[config.mk]
export PLATFORM = sky130hd
export DESIGN_NAME = jtag_config_top
export DESIGN_NICKNAME = d
export VERILOG_FILES = /design/src/source/jtag_cmd_pkg.sv /design/src/source/jtag_tap_pkg.sv /design/src/source/jtag_cmd_seq.sv /design/src/source/jtag_bit_fifo.sv /design/src/source/jtag_tap_engine.sv /design/src/source/jtag_config_top.sv
export SDC_FILE = /design/constraint.sdc
export NUM_CORES = 1
export LEC_CHECK = 0
export BUFFER_PORTS_ARGS = -buffer_cell sky130_fd_sc_hd__buf_4
export CELL_PAD_IN_SITES_DETAIL_PLACEMENT = 1
export CELL_PAD_IN_SITES_GLOBAL_PLACEMENT = 2
export CORE_ASPECT_RATIO = 1.2
export CORE_MARGIN = 4
export CORE_UTILIZATION = 44
export CTS_CLUSTER_SIZE = 25
export DETAILED_ROUTE_END_ITERATION = 6
export PLACE_DENSITY = 0.94
export SETUP_SLACK_MARGIN = 0.05
export SLEW_MARGIN = 25
export SYNTH_ARGS = -nofsm -noshare
export SYNTH_HDL_FRONTEND = slang
export SYNTH_SLANG_ARGS = --single-unit
[constraint.sdc]
create_clock -name clk -period 4.9 [get_ports clk]
set_input_delay 0.49 -clock clk [delete_from_list [all_inputs] [get_ports clk]]
set_output_delay 0.49 -clock clk [all_outputs]
set_load 0.1 [all_outputs]
[src/source/jtag_cmd_pkg.sv]
`default_nettype none

package jtag_cmd_pkg;

    // commands understood by the TAP engine
    typedef enum logic [2:0] {
        CMD_CLOSE_TEST = 3'd0,  // five tms-high cycles into reset
        CMD_RUN_TEST   = 3'd1,  // one tms-low cycle into idle
        CMD_LOAD_IR    = 3'd2,  // arg is the instruction code
        CMD_LOAD_DR    = 3'd3,  // arg is the bit count
        CMD_IDLE_DELAY = 3'd4   // arg is tck cycles in idle
    } jtag_cmd_e;

    localparam int CMD_ARG_W = 16;

    // configuration program
    localparam int PROG_STEPS = 12;
    localparam int CFGI_DELAY = 64;  // tck cycles after CFGI
    localparam int WAKE_DELAY = 16;  // tck cycles after JWAKEUP

    // engine queue depth, also the sequencer's starting credit
    localparam int CMD_CREDITS = 2;

endpackage

`default_nettype wire

[src/source/jtag_tap_pkg.sv]
`default_nettype none

package jtag_tap_pkg;

    // IEEE 1149.1 state encoding
    typedef enum logic [3:0] {
        TAP_EXIT2_DR   = 4'h0,
        TAP_EXIT1_DR   = 4'h1,
        TAP_SHIFT_DR   = 4'h2,
        TAP_PAUSE_DR   = 4'h3,
        TAP_SELECT_IR  = 4'h4,
        TAP_UPDATE_DR  = 4'h5,
        TAP_CAPTURE_DR = 4'h6,
        TAP_SELECT_DR  = 4'h7,
        TAP_EXIT2_IR   = 4'h8,
        TAP_EXIT1_IR   = 4'h9,
        TAP_SHIFT_IR   = 4'hA,
        TAP_PAUSE_IR   = 4'hB,
        TAP_IDLE       = 4'hC,
        TAP_UPDATE_IR  = 4'hD,
        TAP_CAPTURE_IR = 4'hE,
        TAP_RESET      = 4'hF
    } tap_state_e;

    localparam int IR_LEN = 10;

    localparam logic [IR_LEN-1:0] IR_JRST    = 10'h0F7;
    localparam logic [IR_LEN-1:0] IR_CFGI    = 10'h0C4;
    localparam logic [IR_LEN-1:0] IR_JWAKEUP = 10'h0C7;

    localparam logic [1:0] IR_CAPTURE_OK = 2'b01;  // bit 0 shifts out first

    localparam int BIT_FIFO_DEPTH = 16;
    localparam int BIT_CNT_W      = $clog2(BIT_FIFO_DEPTH) + 1;

endpackage

`default_nettype wire

[src/source/jtag_cmd_seq.sv]
`default_nettype none

module jtag_cmd_seq
    import jtag_cmd_pkg::*;
    import jtag_tap_pkg::*;
(
    input  logic                 clk,
    input  logic                 rst,
    input  logic                 start,
    input  logic [CMD_ARG_W-1:0] bitstream_len,
    input  logic                 cmd_credit,
    output logic                 cmd_valid,
    output jtag_cmd_e            cmd_op,
    output logic [CMD_ARG_W-1:0] cmd_arg,
    output logic                 busy,
    output logic                 done
);

    logic [$clog2(PROG_STEPS+1)-1:0]  step;     // next step to issue
    logic [$clog2(PROG_STEPS+1)-1:0]  retired;  // commands given back
    logic [$clog2(CMD_CREDITS+1)-1:0] credits;
    logic [CMD_ARG_W-1:0]             len_q;

    assign cmd_valid = busy && (step < PROG_STEPS) && (credits != '0);

    // configuration program
    always_comb begin
        cmd_op  = CMD_CLOSE_TEST;  // steps 0, 7 and 11
        cmd_arg = '0;
        case (step)
            1, 3, 8: cmd_op = CMD_RUN_TEST;
            2: begin
                cmd_op  = CMD_LOAD_IR;
                cmd_arg = CMD_ARG_W'(IR_JRST);
            end
            4: begin
                cmd_op  = CMD_LOAD_IR;
                cmd_arg = CMD_ARG_W'(IR_CFGI);
            end
            5: begin
                cmd_op  = CMD_IDLE_DELAY;
                cmd_arg = CMD_ARG_W'(CFGI_DELAY);
            end
            6: begin
                cmd_op  = CMD_LOAD_DR;
                cmd_arg = len_q;  // bitstream
            end
            9: begin
                cmd_op  = CMD_LOAD_IR;
                cmd_arg = CMD_ARG_W'(IR_JWAKEUP);
            end
            10: begin
                cmd_op  = CMD_IDLE_DELAY;
                cmd_arg = CMD_ARG_W'(WAKE_DELAY);
            end
            default: cmd_op = CMD_CLOSE_TEST;
        endcase
    end

    always_ff @(posedge clk) begin
        if (rst) begin
            step    <= '0;
            retired <= '0;
            credits <= '0;
            busy    <= 1'b0;
            done    <= 1'b0;
        end else begin
            done <= 1'b0;
            if (start && !busy) begin
                busy    <= 1'b1;
                step    <= '0;
                retired <= '0;
                credits <= CMD_CREDITS[$bits(credits)-1:0];  // engine queue is empty
            end else if (busy) begin
                if (cmd_valid) begin
                    step <= step + 1'b1;
                end
                if (cmd_valid && !cmd_credit) begin
                    credits <= credits - 1'b1;
                end else if (!cmd_valid && cmd_credit) begin
                    credits <= credits + 1'b1;
                end
                if (cmd_credit) begin
                    retired <= retired + 1'b1;
                    if (retired == PROG_STEPS - 1) begin  // last command retired
                        busy <= 1'b0;
                        done <= 1'b1;
                    end
                end
            end
        end
    end

    always_ff @(posedge clk) begin
        if (start && !busy) begin
            len_q <= bitstream_len;
        end
    end

endmodule

`default_nettype wire

[src/source/jtag_bit_fifo.sv]
`default_nettype none

module jtag_bit_fifo
    import jtag_tap_pkg::*;
(
    input  logic clk,
    input  logic rst,
    input  logic bit_valid,
    input  logic bit_data,
    input  logic bit_rd,
    output logic bit_rd_data,
    output logic bit_empty,
    output logic bit_credit
);

    logic                 mem [BIT_FIFO_DEPTH];
    logic [BIT_CNT_W-1:0] wr_ptr;  // msb is the wrap bit
    logic [BIT_CNT_W-1:0] rd_ptr;

    assign bit_empty   = (wr_ptr == rd_ptr);
    assign bit_rd_data = mem[rd_ptr[BIT_CNT_W-2:0]];

    always_ff @(posedge clk) begin
        if (rst) begin
            wr_ptr     <= '0;
            rd_ptr     <= '0;
            bit_credit <= 1'b0;
        end else begin
            if (bit_valid) begin
                wr_ptr <= wr_ptr + 1'b1;  // source holds a credit, so never full
            end
            if (bit_rd) begin
                rd_ptr <= rd_ptr + 1'b1;
            end
            bit_credit <= bit_rd;  // slot freed, hand it back
        end
    end

    always_ff @(posedge clk) begin
        if (bit_valid) begin
            mem[wr_ptr[BIT_CNT_W-2:0]] <= bit_data;
        end
    end

endmodule

`default_nettype wire

[src/source/jtag_tap_engine.sv]
`default_nettype none

module jtag_tap_engine
    import jtag_cmd_pkg::*;
    import jtag_tap_pkg::*;
(
    input  logic                 clk,
    input  logic                 rst,
    input  logic                 start,
    input  logic                 cmd_valid,
    input  jtag_cmd_e            cmd_op,
    input  logic [CMD_ARG_W-1:0] cmd_arg,
    output logic                 cmd_credit,
    output logic                 bit_rd,
    input  logic                 bit_rd_data,
    input  logic                 bit_empty,
    output logic                 tck,
    output logic                 tms,
    output logic                 tdi,
    input  logic                 tdo,
    output logic                 error
);

    jtag_cmd_e                        q_op  [CMD_CREDITS];
    logic [CMD_ARG_W-1:0]             q_arg [CMD_CREDITS];
    logic [$clog2(CMD_CREDITS)-1:0]   q_wr;
    logic [$clog2(CMD_CREDITS)-1:0]   q_rd;
    logic [$clog2(CMD_CREDITS+1)-1:0] q_cnt;

    tap_state_e           state;     // mirror of the target TAP
    logic                 phase;     // next clk raises tck
    logic [CMD_ARG_W-1:0] cnt;       // cycles or shifted bits
    logic                 upd_done;  // load passed Update

    jtag_cmd_e            op;
    logic [CMD_ARG_W-1:0] arg;
    logic [CMD_ARG_W-1:0] shift_len;
    logic                 have_cmd, is_load, is_ir, need_bit;
    logic                 fin, ready, pop, plan_tms, shift_bit;

    function automatic tap_state_e tap_next(input tap_state_e s, input logic m);
        case (s)
            TAP_RESET:      tap_next = m ? TAP_RESET     : TAP_IDLE;
            TAP_IDLE:       tap_next = m ? TAP_SELECT_DR : TAP_IDLE;
            TAP_SELECT_DR:  tap_next = m ? TAP_SELECT_IR : TAP_CAPTURE_DR;
            TAP_CAPTURE_DR: tap_next = m ? TAP_EXIT1_DR  : TAP_SHIFT_DR;
            TAP_SHIFT_DR:   tap_next = m ? TAP_EXIT1_DR  : TAP_SHIFT_DR;
            TAP_EXIT1_DR:   tap_next = m ? TAP_UPDATE_DR : TAP_PAUSE_DR;
            TAP_PAUSE_DR:   tap_next = m ? TAP_EXIT2_DR  : TAP_PAUSE_DR;
            TAP_EXIT2_DR:   tap_next = m ? TAP_UPDATE_DR : TAP_SHIFT_DR;
            TAP_UPDATE_DR:  tap_next = m ? TAP_SELECT_DR : TAP_IDLE;
            TAP_SELECT_IR:  tap_next = m ? TAP_RESET     : TAP_CAPTURE_IR;
            TAP_CAPTURE_IR: tap_next = m ? TAP_EXIT1_IR  : TAP_SHIFT_IR;
            TAP_SHIFT_IR:   tap_next = m ? TAP_EXIT1_IR  : TAP_SHIFT_IR;
            TAP_EXIT1_IR:   tap_next = m ? TAP_UPDATE_IR : TAP_PAUSE_IR;
            TAP_PAUSE_IR:   tap_next = m ? TAP_EXIT2_IR  : TAP_PAUSE_IR;
            TAP_EXIT2_IR:   tap_next = m ? TAP_UPDATE_IR : TAP_SHIFT_IR;
            TAP_UPDATE_IR:  tap_next = m ? TAP_SELECT_DR : TAP_IDLE;
            default:        tap_next = TAP_RESET;
        endcase
    endfunction

    assign have_cmd  = (q_cnt != '0);
    assign op        = q_op[q_rd];
    assign arg       = q_arg[q_rd];
    assign is_ir     = (op == CMD_LOAD_IR);
    assign is_load   = is_ir || (op == CMD_LOAD_DR);
    assign shift_len = is_ir ? CMD_ARG_W'(IR_LEN) : arg;
    assign need_bit  = (op == CMD_LOAD_DR) && (state == TAP_SHIFT_DR);
    assign ready     = have_cmd && !fin && !(need_bit && bit_empty);  // stall on empty FIFO
    assign pop       = have_cmd && fin && !phase;
    assign bit_rd    = !phase && ready && need_bit;

    always_comb begin
        case (op)
            CMD_CLOSE_TEST: fin = (cnt == CMD_ARG_W'(5));
            CMD_RUN_TEST:   fin = (cnt == CMD_ARG_W'(1));
            CMD_IDLE_DELAY: fin = (cnt == arg);
            default:        fin = upd_done;  // back in idle
        endcase
    end

    // tms toward the goal of the head command
    always_comb begin
        plan_tms = (op == CMD_CLOSE_TEST);
        if (is_load) begin
            case (state)
                TAP_IDLE:       plan_tms = 1'b1;
                TAP_SELECT_DR:  plan_tms = is_ir;
                TAP_SELECT_IR:  plan_tms = !is_ir;
                TAP_CAPTURE_DR,
                TAP_CAPTURE_IR: plan_tms = (shift_len == '0);
                TAP_SHIFT_DR,
                TAP_SHIFT_IR:   plan_tms = (cnt == shift_len - 1'b1);  // last bit
                TAP_RESET,
                TAP_UPDATE_DR,
                TAP_UPDATE_IR:  plan_tms = 1'b0;
                default:        plan_tms = 1'b1;  // exit and pause go to update
            endcase
        end
    end

    always_comb begin
        shift_bit = 1'b0;
        if (need_bit) begin
            shift_bit = bit_rd_data;
        end else if (state == TAP_SHIFT_IR) begin
            shift_bit = arg[cnt[$clog2(CMD_ARG_W)-1:0]];  // lsb first
        end
    end

    always_ff @(posedge clk) begin
        if (cmd_valid) begin
            q_op[q_wr]  <= cmd_op;
            q_arg[q_wr] <= cmd_arg;
        end
    end

    always_ff @(posedge clk) begin
        if (rst) begin
            q_wr  <= '0;
            q_rd  <= '0;
            q_cnt <= '0;
        end else begin
            if (cmd_valid) begin
                q_wr <= q_wr + 1'b1;
            end
            if (pop) begin
                q_rd <= q_rd + 1'b1;
            end
            if (cmd_valid && !pop) begin
                q_cnt <= q_cnt + 1'b1;
            end else if (!cmd_valid && pop) begin
                q_cnt <= q_cnt - 1'b1;
            end
        end
    end

    always_ff @(posedge clk) begin
        if (rst) begin
            phase      <= 1'b0;
            tck        <= 1'b0;
            tms        <= 1'b1;
            tdi        <= 1'b0;
            state      <= TAP_RESET;
            cnt        <= '0;
            upd_done   <= 1'b0;
            cmd_credit <= 1'b0;
            error      <= 1'b0;
        end else begin
            cmd_credit <= pop;
            if (!phase) begin
                tck <= 1'b0;
                if (pop) begin
                    cnt      <= '0;
                    upd_done <= 1'b0;
                end else if (ready) begin
                    tms   <= plan_tms;
                    tdi   <= shift_bit;
                    phase <= 1'b1;
                end
            end else begin
                tck   <= 1'b1;  // target moves on this edge
                phase <= 1'b0;
                state <= tap_next(state, tms);
                if (!is_load || state == TAP_SHIFT_DR || state == TAP_SHIFT_IR) begin
                    cnt <= cnt + 1'b1;
                end
                if (state == TAP_UPDATE_DR || state == TAP_UPDATE_IR) begin
                    upd_done <= 1'b1;
                end
                // first two bits out of Shift-IR are the capture pattern
                if (state == TAP_SHIFT_IR && cnt < CMD_ARG_W'(2)
                        && tdo != IR_CAPTURE_OK[cnt[0]]) begin
                    error <= 1'b1;
                end
            end
            if (start) begin
                error <= 1'b0;
            end
        end
    end

endmodule

`default_nettype wire

[src/source/jtag_config_top.sv]
`default_nettype none

module jtag_config_top
    import jtag_cmd_pkg::*;
(
    input  logic                 clk,
    input  logic                 rst,
    input  logic                 start,
    input  logic [CMD_ARG_W-1:0] bitstream_len,
    input  logic                 bit_valid,
    input  logic                 bit_data,
    output logic                 bit_credit,
    output logic                 tck,
    output logic                 tms,
    output logic                 tdi,
    input  logic                 tdo,
    output logic                 busy,
    output logic                 done,
    output logic                 error
);

    // command channel
    logic                 cmd_valid;
    jtag_cmd_e            cmd_op;
    logic [CMD_ARG_W-1:0] cmd_arg;
    logic                 cmd_credit;

    // FIFO read side
    logic                 bit_rd;
    logic                 bit_rd_data;
    logic                 bit_empty;

    jtag_cmd_seq u_seq (.*);

    jtag_bit_fifo u_fifo (.*);

    jtag_tap_engine u_engine (.*);

endmodule

`default_nettype wire

==> results of run 1 <==
-- state kept, by name, indices dropped and copies added, names as in the netlist, 2 cells and up, named ones only --
signal,cells
u_fifo.rd_ptr,5
u_engine.q_arg,32
u_engine.state,4
u_fifo.mem,16
u_seq.credits,2
u_engine.q_cnt,2
u_fifo.wr_ptr,5
u_seq.step,4
u_engine.q_op,6
u_seq.retired,4
u_seq.len_q,16
u_engine.cnt,16
-- through the flow --
stage / instances / power [mW]
2_1_floorplan: 705 / 1.36
3_3_place_gp: 910 / 1.42
3_5_place_dp: 910 / 1.43
4_1_cts: 942 / 2.62
5_1_grt: 942 / 2.69
6_report: 942 / 2.59
-- area by class of cell --
| cell class | instances | area, µm² | share of cell area, % |
|---|---|---|---|
| clock buffer | 21 | 482 | 5.98 |
| clock inverter | 11 | 78.8 | 0.978 |
| inverter | 22 | 82.6 | 1.02 |
| multi-input combinational | 517 | 3610 | 44.9 |
| sequential | 129 | 3280 | 40.8 |
| tap | 208 | 260 | 3.23 |
| timing repair buffer | 34 | 255 | 3.17 |
-- Yosys cell counts, drive strengths merged, types with 17 or more instances --
cell	count
edfxtp	70
dfxtp	59
nor2	59
nand2	52
o21ai	46
a21oi	37
xnor2	29
and2	27
clkbuf	25
mux2i	23
inv	20
or3	18
nor3	17
-- worst max path at each step --
stage | from | to | slack [ns]
6_report | register | u_engine.q_cnt[1] | 0.77
3_3_place_gp | register | u_engine.q_cnt[1] | 0.99
2_1_floorplan | register | u_engine.tms | 1.60
4_1_cts | register | u_engine.q_cnt[1] | 0.78
3_5_place_dp | register | u_engine.q_cnt[1] | 0.81
5_1_grt | register | u_engine.tms | 0.44
-- routing by layer --
layer,GRT usage (%),vias up,share of wire (%)
met5,0,-,0
met4,8.44,0,2.7
met3,3.79,36,2.6
met2,40.4,99,51
met1,27.2,2895,43
li1,-,2648,-
-- power by group --
group	switching, mW	total (mW)	leakage, nW	internal, mW
Sequential	0.0357	1.20	1.10	1.17
Combinational	0.130	0.208	1.35	0.0785
Clock	0.477	1.18	0.266	0.703
-- cells by family after synthesis --
kind of cell / after synthesis
AOI/OAI and AO/OA: 156
and+or+nand+nor: 258
DFF: 129
xor gates and xnor gates: 44
muxes: 44
buffers and inverters: 59
adders and majority gates: 15
-- critical path, stage by stage (launching register included) --
cell and delay [ns]:
dfxtp_2 0.97, buf_4 0.34, mux2i_1 0.50, o2111ai_1 0.20
o31ai_1 0.12, o32ai_1 0.22, a2111oi_4 0.62, o21bai_2 0.20
ha_1 0.35, or3_1 0.38, a21oi_1 0.13
==> impl_metrics.tcl, run 1 <==
set metrics [dict create \
    route.detailed.drc 0 \
    ys_seq_area_share_pct 45.9 \
    critPathRequiredTime_ns 5.25 \
    leakagePower_nw 2.71 \
    grt_use_total_pct 22.6 \
    die_area_um2 18400 \
    holdPathEnd "u_seq.len_q[5]" \
    cp_max_fo 43 \
    synth-adder-area-share_pct 2.63 \
    ios 29 \
    netlist_instances 705 \
    initial_core_util_pct 45.3 \
    routedWlPerCell_um 21.5 \
    post_cts_resized 0 \
    synth_simple_gate_area_share_pct 20.1 \
    finalSetupViolations 0 \
    slew_headroom_pct 35.1 \
    antenna_found_initial 0 \
    post-route-period-util_pct 84.3 \
    reg2reg_depth 10 \
    path_class "reg2reg" \
    num_vias 5678 \
    dp_slack_ns 0.811 \
    period_needed_ns 4.13 \
    ys_ff_latch 129 \
    cts_setup_buffers 0 \
    tns_ns 0 \
    synth_top_family_by_area "simple AND/OR/NAND/NOR gates" \
    end_kind "register" \
    muxShareOfSynthArea_pct 7.95 \
    syn_area_um2 7150 \
    slew_violations 0 \
    diodes 0 \
    fin_util_pct 51.1 \
    gp_congestion 0.948 \
    rsz0062_at_grt "no" \
    place_area_um2 7490 \
    most-common-layout-cells "edfxtp_1, nor2_1, dfxtp_1, nand2_1, o21ai_0" \
    avgSynthCellArea_um2 10.1 \
    hold_start "bitstream_len[5]" \
    antenna_left 0 \
    ys_types 74 \
    postSynth.asyncResetShare_pct 0 \
    hold_path_class "in2reg" \
    ys_top_cells_by_area "edfxtp_1, dfxtp_1, xnor2_1" \
    fill_cells 1757 \
    worstSkewPairLatency_ns 0.42 \
    grt_overflow 0 \
    h-tree-depth 4 \
    ctsHoldBuffers 0 \
    final_cell_area_um2 8060 \
    cts_tree "yes" \
    via_per_inst 6.03 \
    core_um2 15800 \
    worstMarginPinSlew_ns 0.973 \
    regToRegEndpoint "u_engine.q_cnt[1]" \
    ir_worst_vdd_v 0.000258 \
    cts_buffer_depth 2 \
    synth.top_cell.area_share_pct 29.4 \
    fin_worst_skew_ns 0.00836 \
    syn_nets 742 \
    synth_compound_area_share_pct 14.4 \
    portBuffers 28 \
    chipWidth_um 124 \
    setup_slack_ns 0.769 \
    synth_edf_count 70 \
    rows 50 \
    cp.arrival_ns 4.48 \
    numCtsBuffers 17 \
    power.density_nw_per_um2 322 \
    hold_depth 1 \
    drt_iter0_markers 313 \
    synth_ff_type "edfxtp_1" \
    clock_sinks 129 \
    synth-xor-area-share_pct 5.39 \
    layout-drive-gt1-share_pct 14.7 \
    grt_max_degree 44 \
    grt_pass1_wl_um 32900 \
    synth_top_cell_by_area "edfxtp_1" \
    max_freq_mhz 242 \
    whs_ns 0.247 \
    r2r_setup_slack_ns 0.77 \
    crit_path_start_kind "register" \
    finalHoldViolations 0 \
    area_delta_synth_final_pct 12.7 \
    cap_violations 0 \
    dpl.hpwl_um 14900 \
    root_buffer "clkbuf_16" \
    status "finished clean" \
    mostFrequentLayoutCell "edfxtp_1" \
    grt_pass1_vias 6060 \
    routed_wirelength_um 20300 \
    clk_pin_slew_ns 0.06 \
    drt-pass1-iter-count 5 \
    nNetsFinal 758 \
    ys_warn_count 0 \
    floorplan.die.height_um 148 \
]
Power figures use the tool's default switching activity.
==> run 2, diff against run 1 <==
Settings changed: CORE_UTILIZATION 44 to 37, PLACE_DENSITY 0.94 to 0.85.
Clock period 4.9 ns to 3.5 ns, I/O delays scaled along.
==> impl_metrics.tcl, run 2 (synthesized netlist as in run 1, its figures left out) <==
set metrics [dict create \
    status "finished clean" \
    regMostFlops "u_engine.q_arg" \
    dpl.hpwl_um 14700 \
    worstMarginPinSlew_ns 0.843 \
    cp.depth 11 \
    finalPower_mw 3.90 \
    antenna_found_initial 0 \
    drt_iter0_markers 428 \
    rows 55 \
    antenna_left 0 \
    clock_sinks 129 \
    leakagePower_nw 2.88 \
    core_um2 18900 \
    fin_util_pct 44.4 \
    grt_pass1_vias 6045 \
    initial_core_util_pct 37.8 \
    path_buf_inv 3 \
    power.density_nw_per_um2 464 \
    period_needed_ns 3.31 \
    critPathRequiredTime_ns 3.84 \
    top_layer "met4" \
    crit_family "compound AO/OA/AOI/OAI gates" \
    chipWidth_um 135 \
    drt-pass1-iter-count 5 \
    wl_met3_um 737 \
    slew_headroom_pct 43.8 \
    wl_met1_um 8470 \
    grt_use_total_pct 19.2 \
    worstSkewPairLatency_ns 0.43 \
    hold_start "bitstream_len[8]" \
    die_area_um2 21600 \
    path_class "reg2reg" \
    end_kind "register" \
    fin_worst_skew_ns 0.00925 \
    ios 29 \
    rsz0062_at_grt "yes" \
    finalSetupViolations 0 \
    cap_violations 0 \
    diodes 0 \
    numCtsBuffers 17 \
    crit_slowest_cell "mux2_2" \
    cp_max_fo 17 \
    via_per_inst 5.67 \
    hold_path_class "in2reg" \
    num_vias 5739 \
    routed_wirelength_um 20100 \
    crit_path_start_kind "register" \
    tns_ns 0 \
    cts_buffer_depth 2 \
    floorplan.die.height_um 160 \
    route.met2.wl_um 10300 \
    clk_pin_slew_ns 0.06 \
    routedWlPerCell_um 19.8 \
    finalHoldViolations 0 \
    fill_cells 2128 \
    slew_violations 0 \
    worstPathCellList "buf_12 -> buf_4 -> mux2_2 -> a222oi_1 -> o211ai_1 -> a21oi_1 -> nor4b_4 -> buf_4 -> o21ai_2 -> or3_1 -> a21oi_1" \
    holdPathEnd "u_seq.len_q[8]" \
    mostFrequentLayoutCell "edfxtp_1" \
    grt_overflow 0 \
    grt_max_degree 30 \
    post-route-period-util_pct 94.6 \
    area_delta_synth_final_pct 17.6 \
    cp.arrival_ns 3.65 \
    gp_congestion 0.946 \
    cpPeakStageDelay_ns 0.44 \
    nNetsFinal 780 \
    cts_tree "yes" \
    max_freq_mhz 302 \
    r2r_setup_slack_ns 0.19 \
    ir_worst_vdd_v 0.000334 \
    grt_pass1_wl_um 32300 \
    route.detailed.drc 0 \
    hold_depth 1 \
    regToRegEndpoint "u_engine.cnt[8]" \
    largest_reg_flops 32 \
    most-common-layout-cells "edfxtp_1, nor2_1, dfxtp_1, buf_4, nand2_1" \
    reg2reg_depth 11 \
    portBuffers 28 \
    h-tree-depth 4 \
    root_buffer "clkbuf_16" \
    layout-drive-gt1-share_pct 18.4 \
]
==> run 2: changes by cell type in the layout (fill, tap and decap cells not counted), sizes merged <==
cell	delta
inv	+4
clkbuf	-3
clkinvlp	-2
bufinv	+4
clkinv	-3
buf	+22
==> run 2: timing repair <==
item,in CTS,in global routing
hold buffers,0,0
buffers inserted,0,2
resized for setup,0,9
setup endpoints to repair,0,24
==> run 2: final cells by class <==
class	instances	area, µm²	area share (%)
clock inverter	14	201	2.40
tap	256	320	3.81
inverter	22	82.6	0.982
sequential	129	3280	39.1
multi-input combinational	517	3650	43.5
timing repair buffer	56	433	5.15
clock buffer	18	429	5.11
==> run 2: where the power goes <==
part | switching (mW) | internal [mW]
registers | 0.0463 | 1.64
logic | 0.189 | 0.115
clock network | 0.709 | 1.20
==> run 2: worst max path at each step <==
stage | to | slack, ns
2_1_floorplan | u_engine.tms | 0.20
3_3_place_gp | u_engine.q_cnt[1] | 0.13
3_5_place_dp | u_engine.cnt[8] | 0.13
4_1_cts | u_engine.q_cnt[1] | 0.09
5_1_grt | u_engine.cnt[14] | -0.007
6_report | u_engine.cnt[8] | 0.19
==> run 2: stage by stage <==
step	std cells	hold WS, ns	setup slack (ns)	area, µm²
3_3_place_gp	978	0.459	0.128	7720
6_report	1012	0.0935	0.188	8410
3_5_place_dp	978	0.466	0.134	7720
4_1_cts	1010	0.0710	0.0916	8350
2_1_floorplan	705	0.429	0.197	7150
5_1_grt	1012	0.0705	-0.00686	8410
==> run 2: metal layers <==
| layer | vias up | track usage [%] |
|---|---|---|
| met1 | 2882 | 23.2 |
| li1 | 2686 | - |
| met2 | 132 | 33.0 |
| met4 | 0 | 8.66 |
| met3 | 39 | 3.59 |
| met5 | - | 0 |
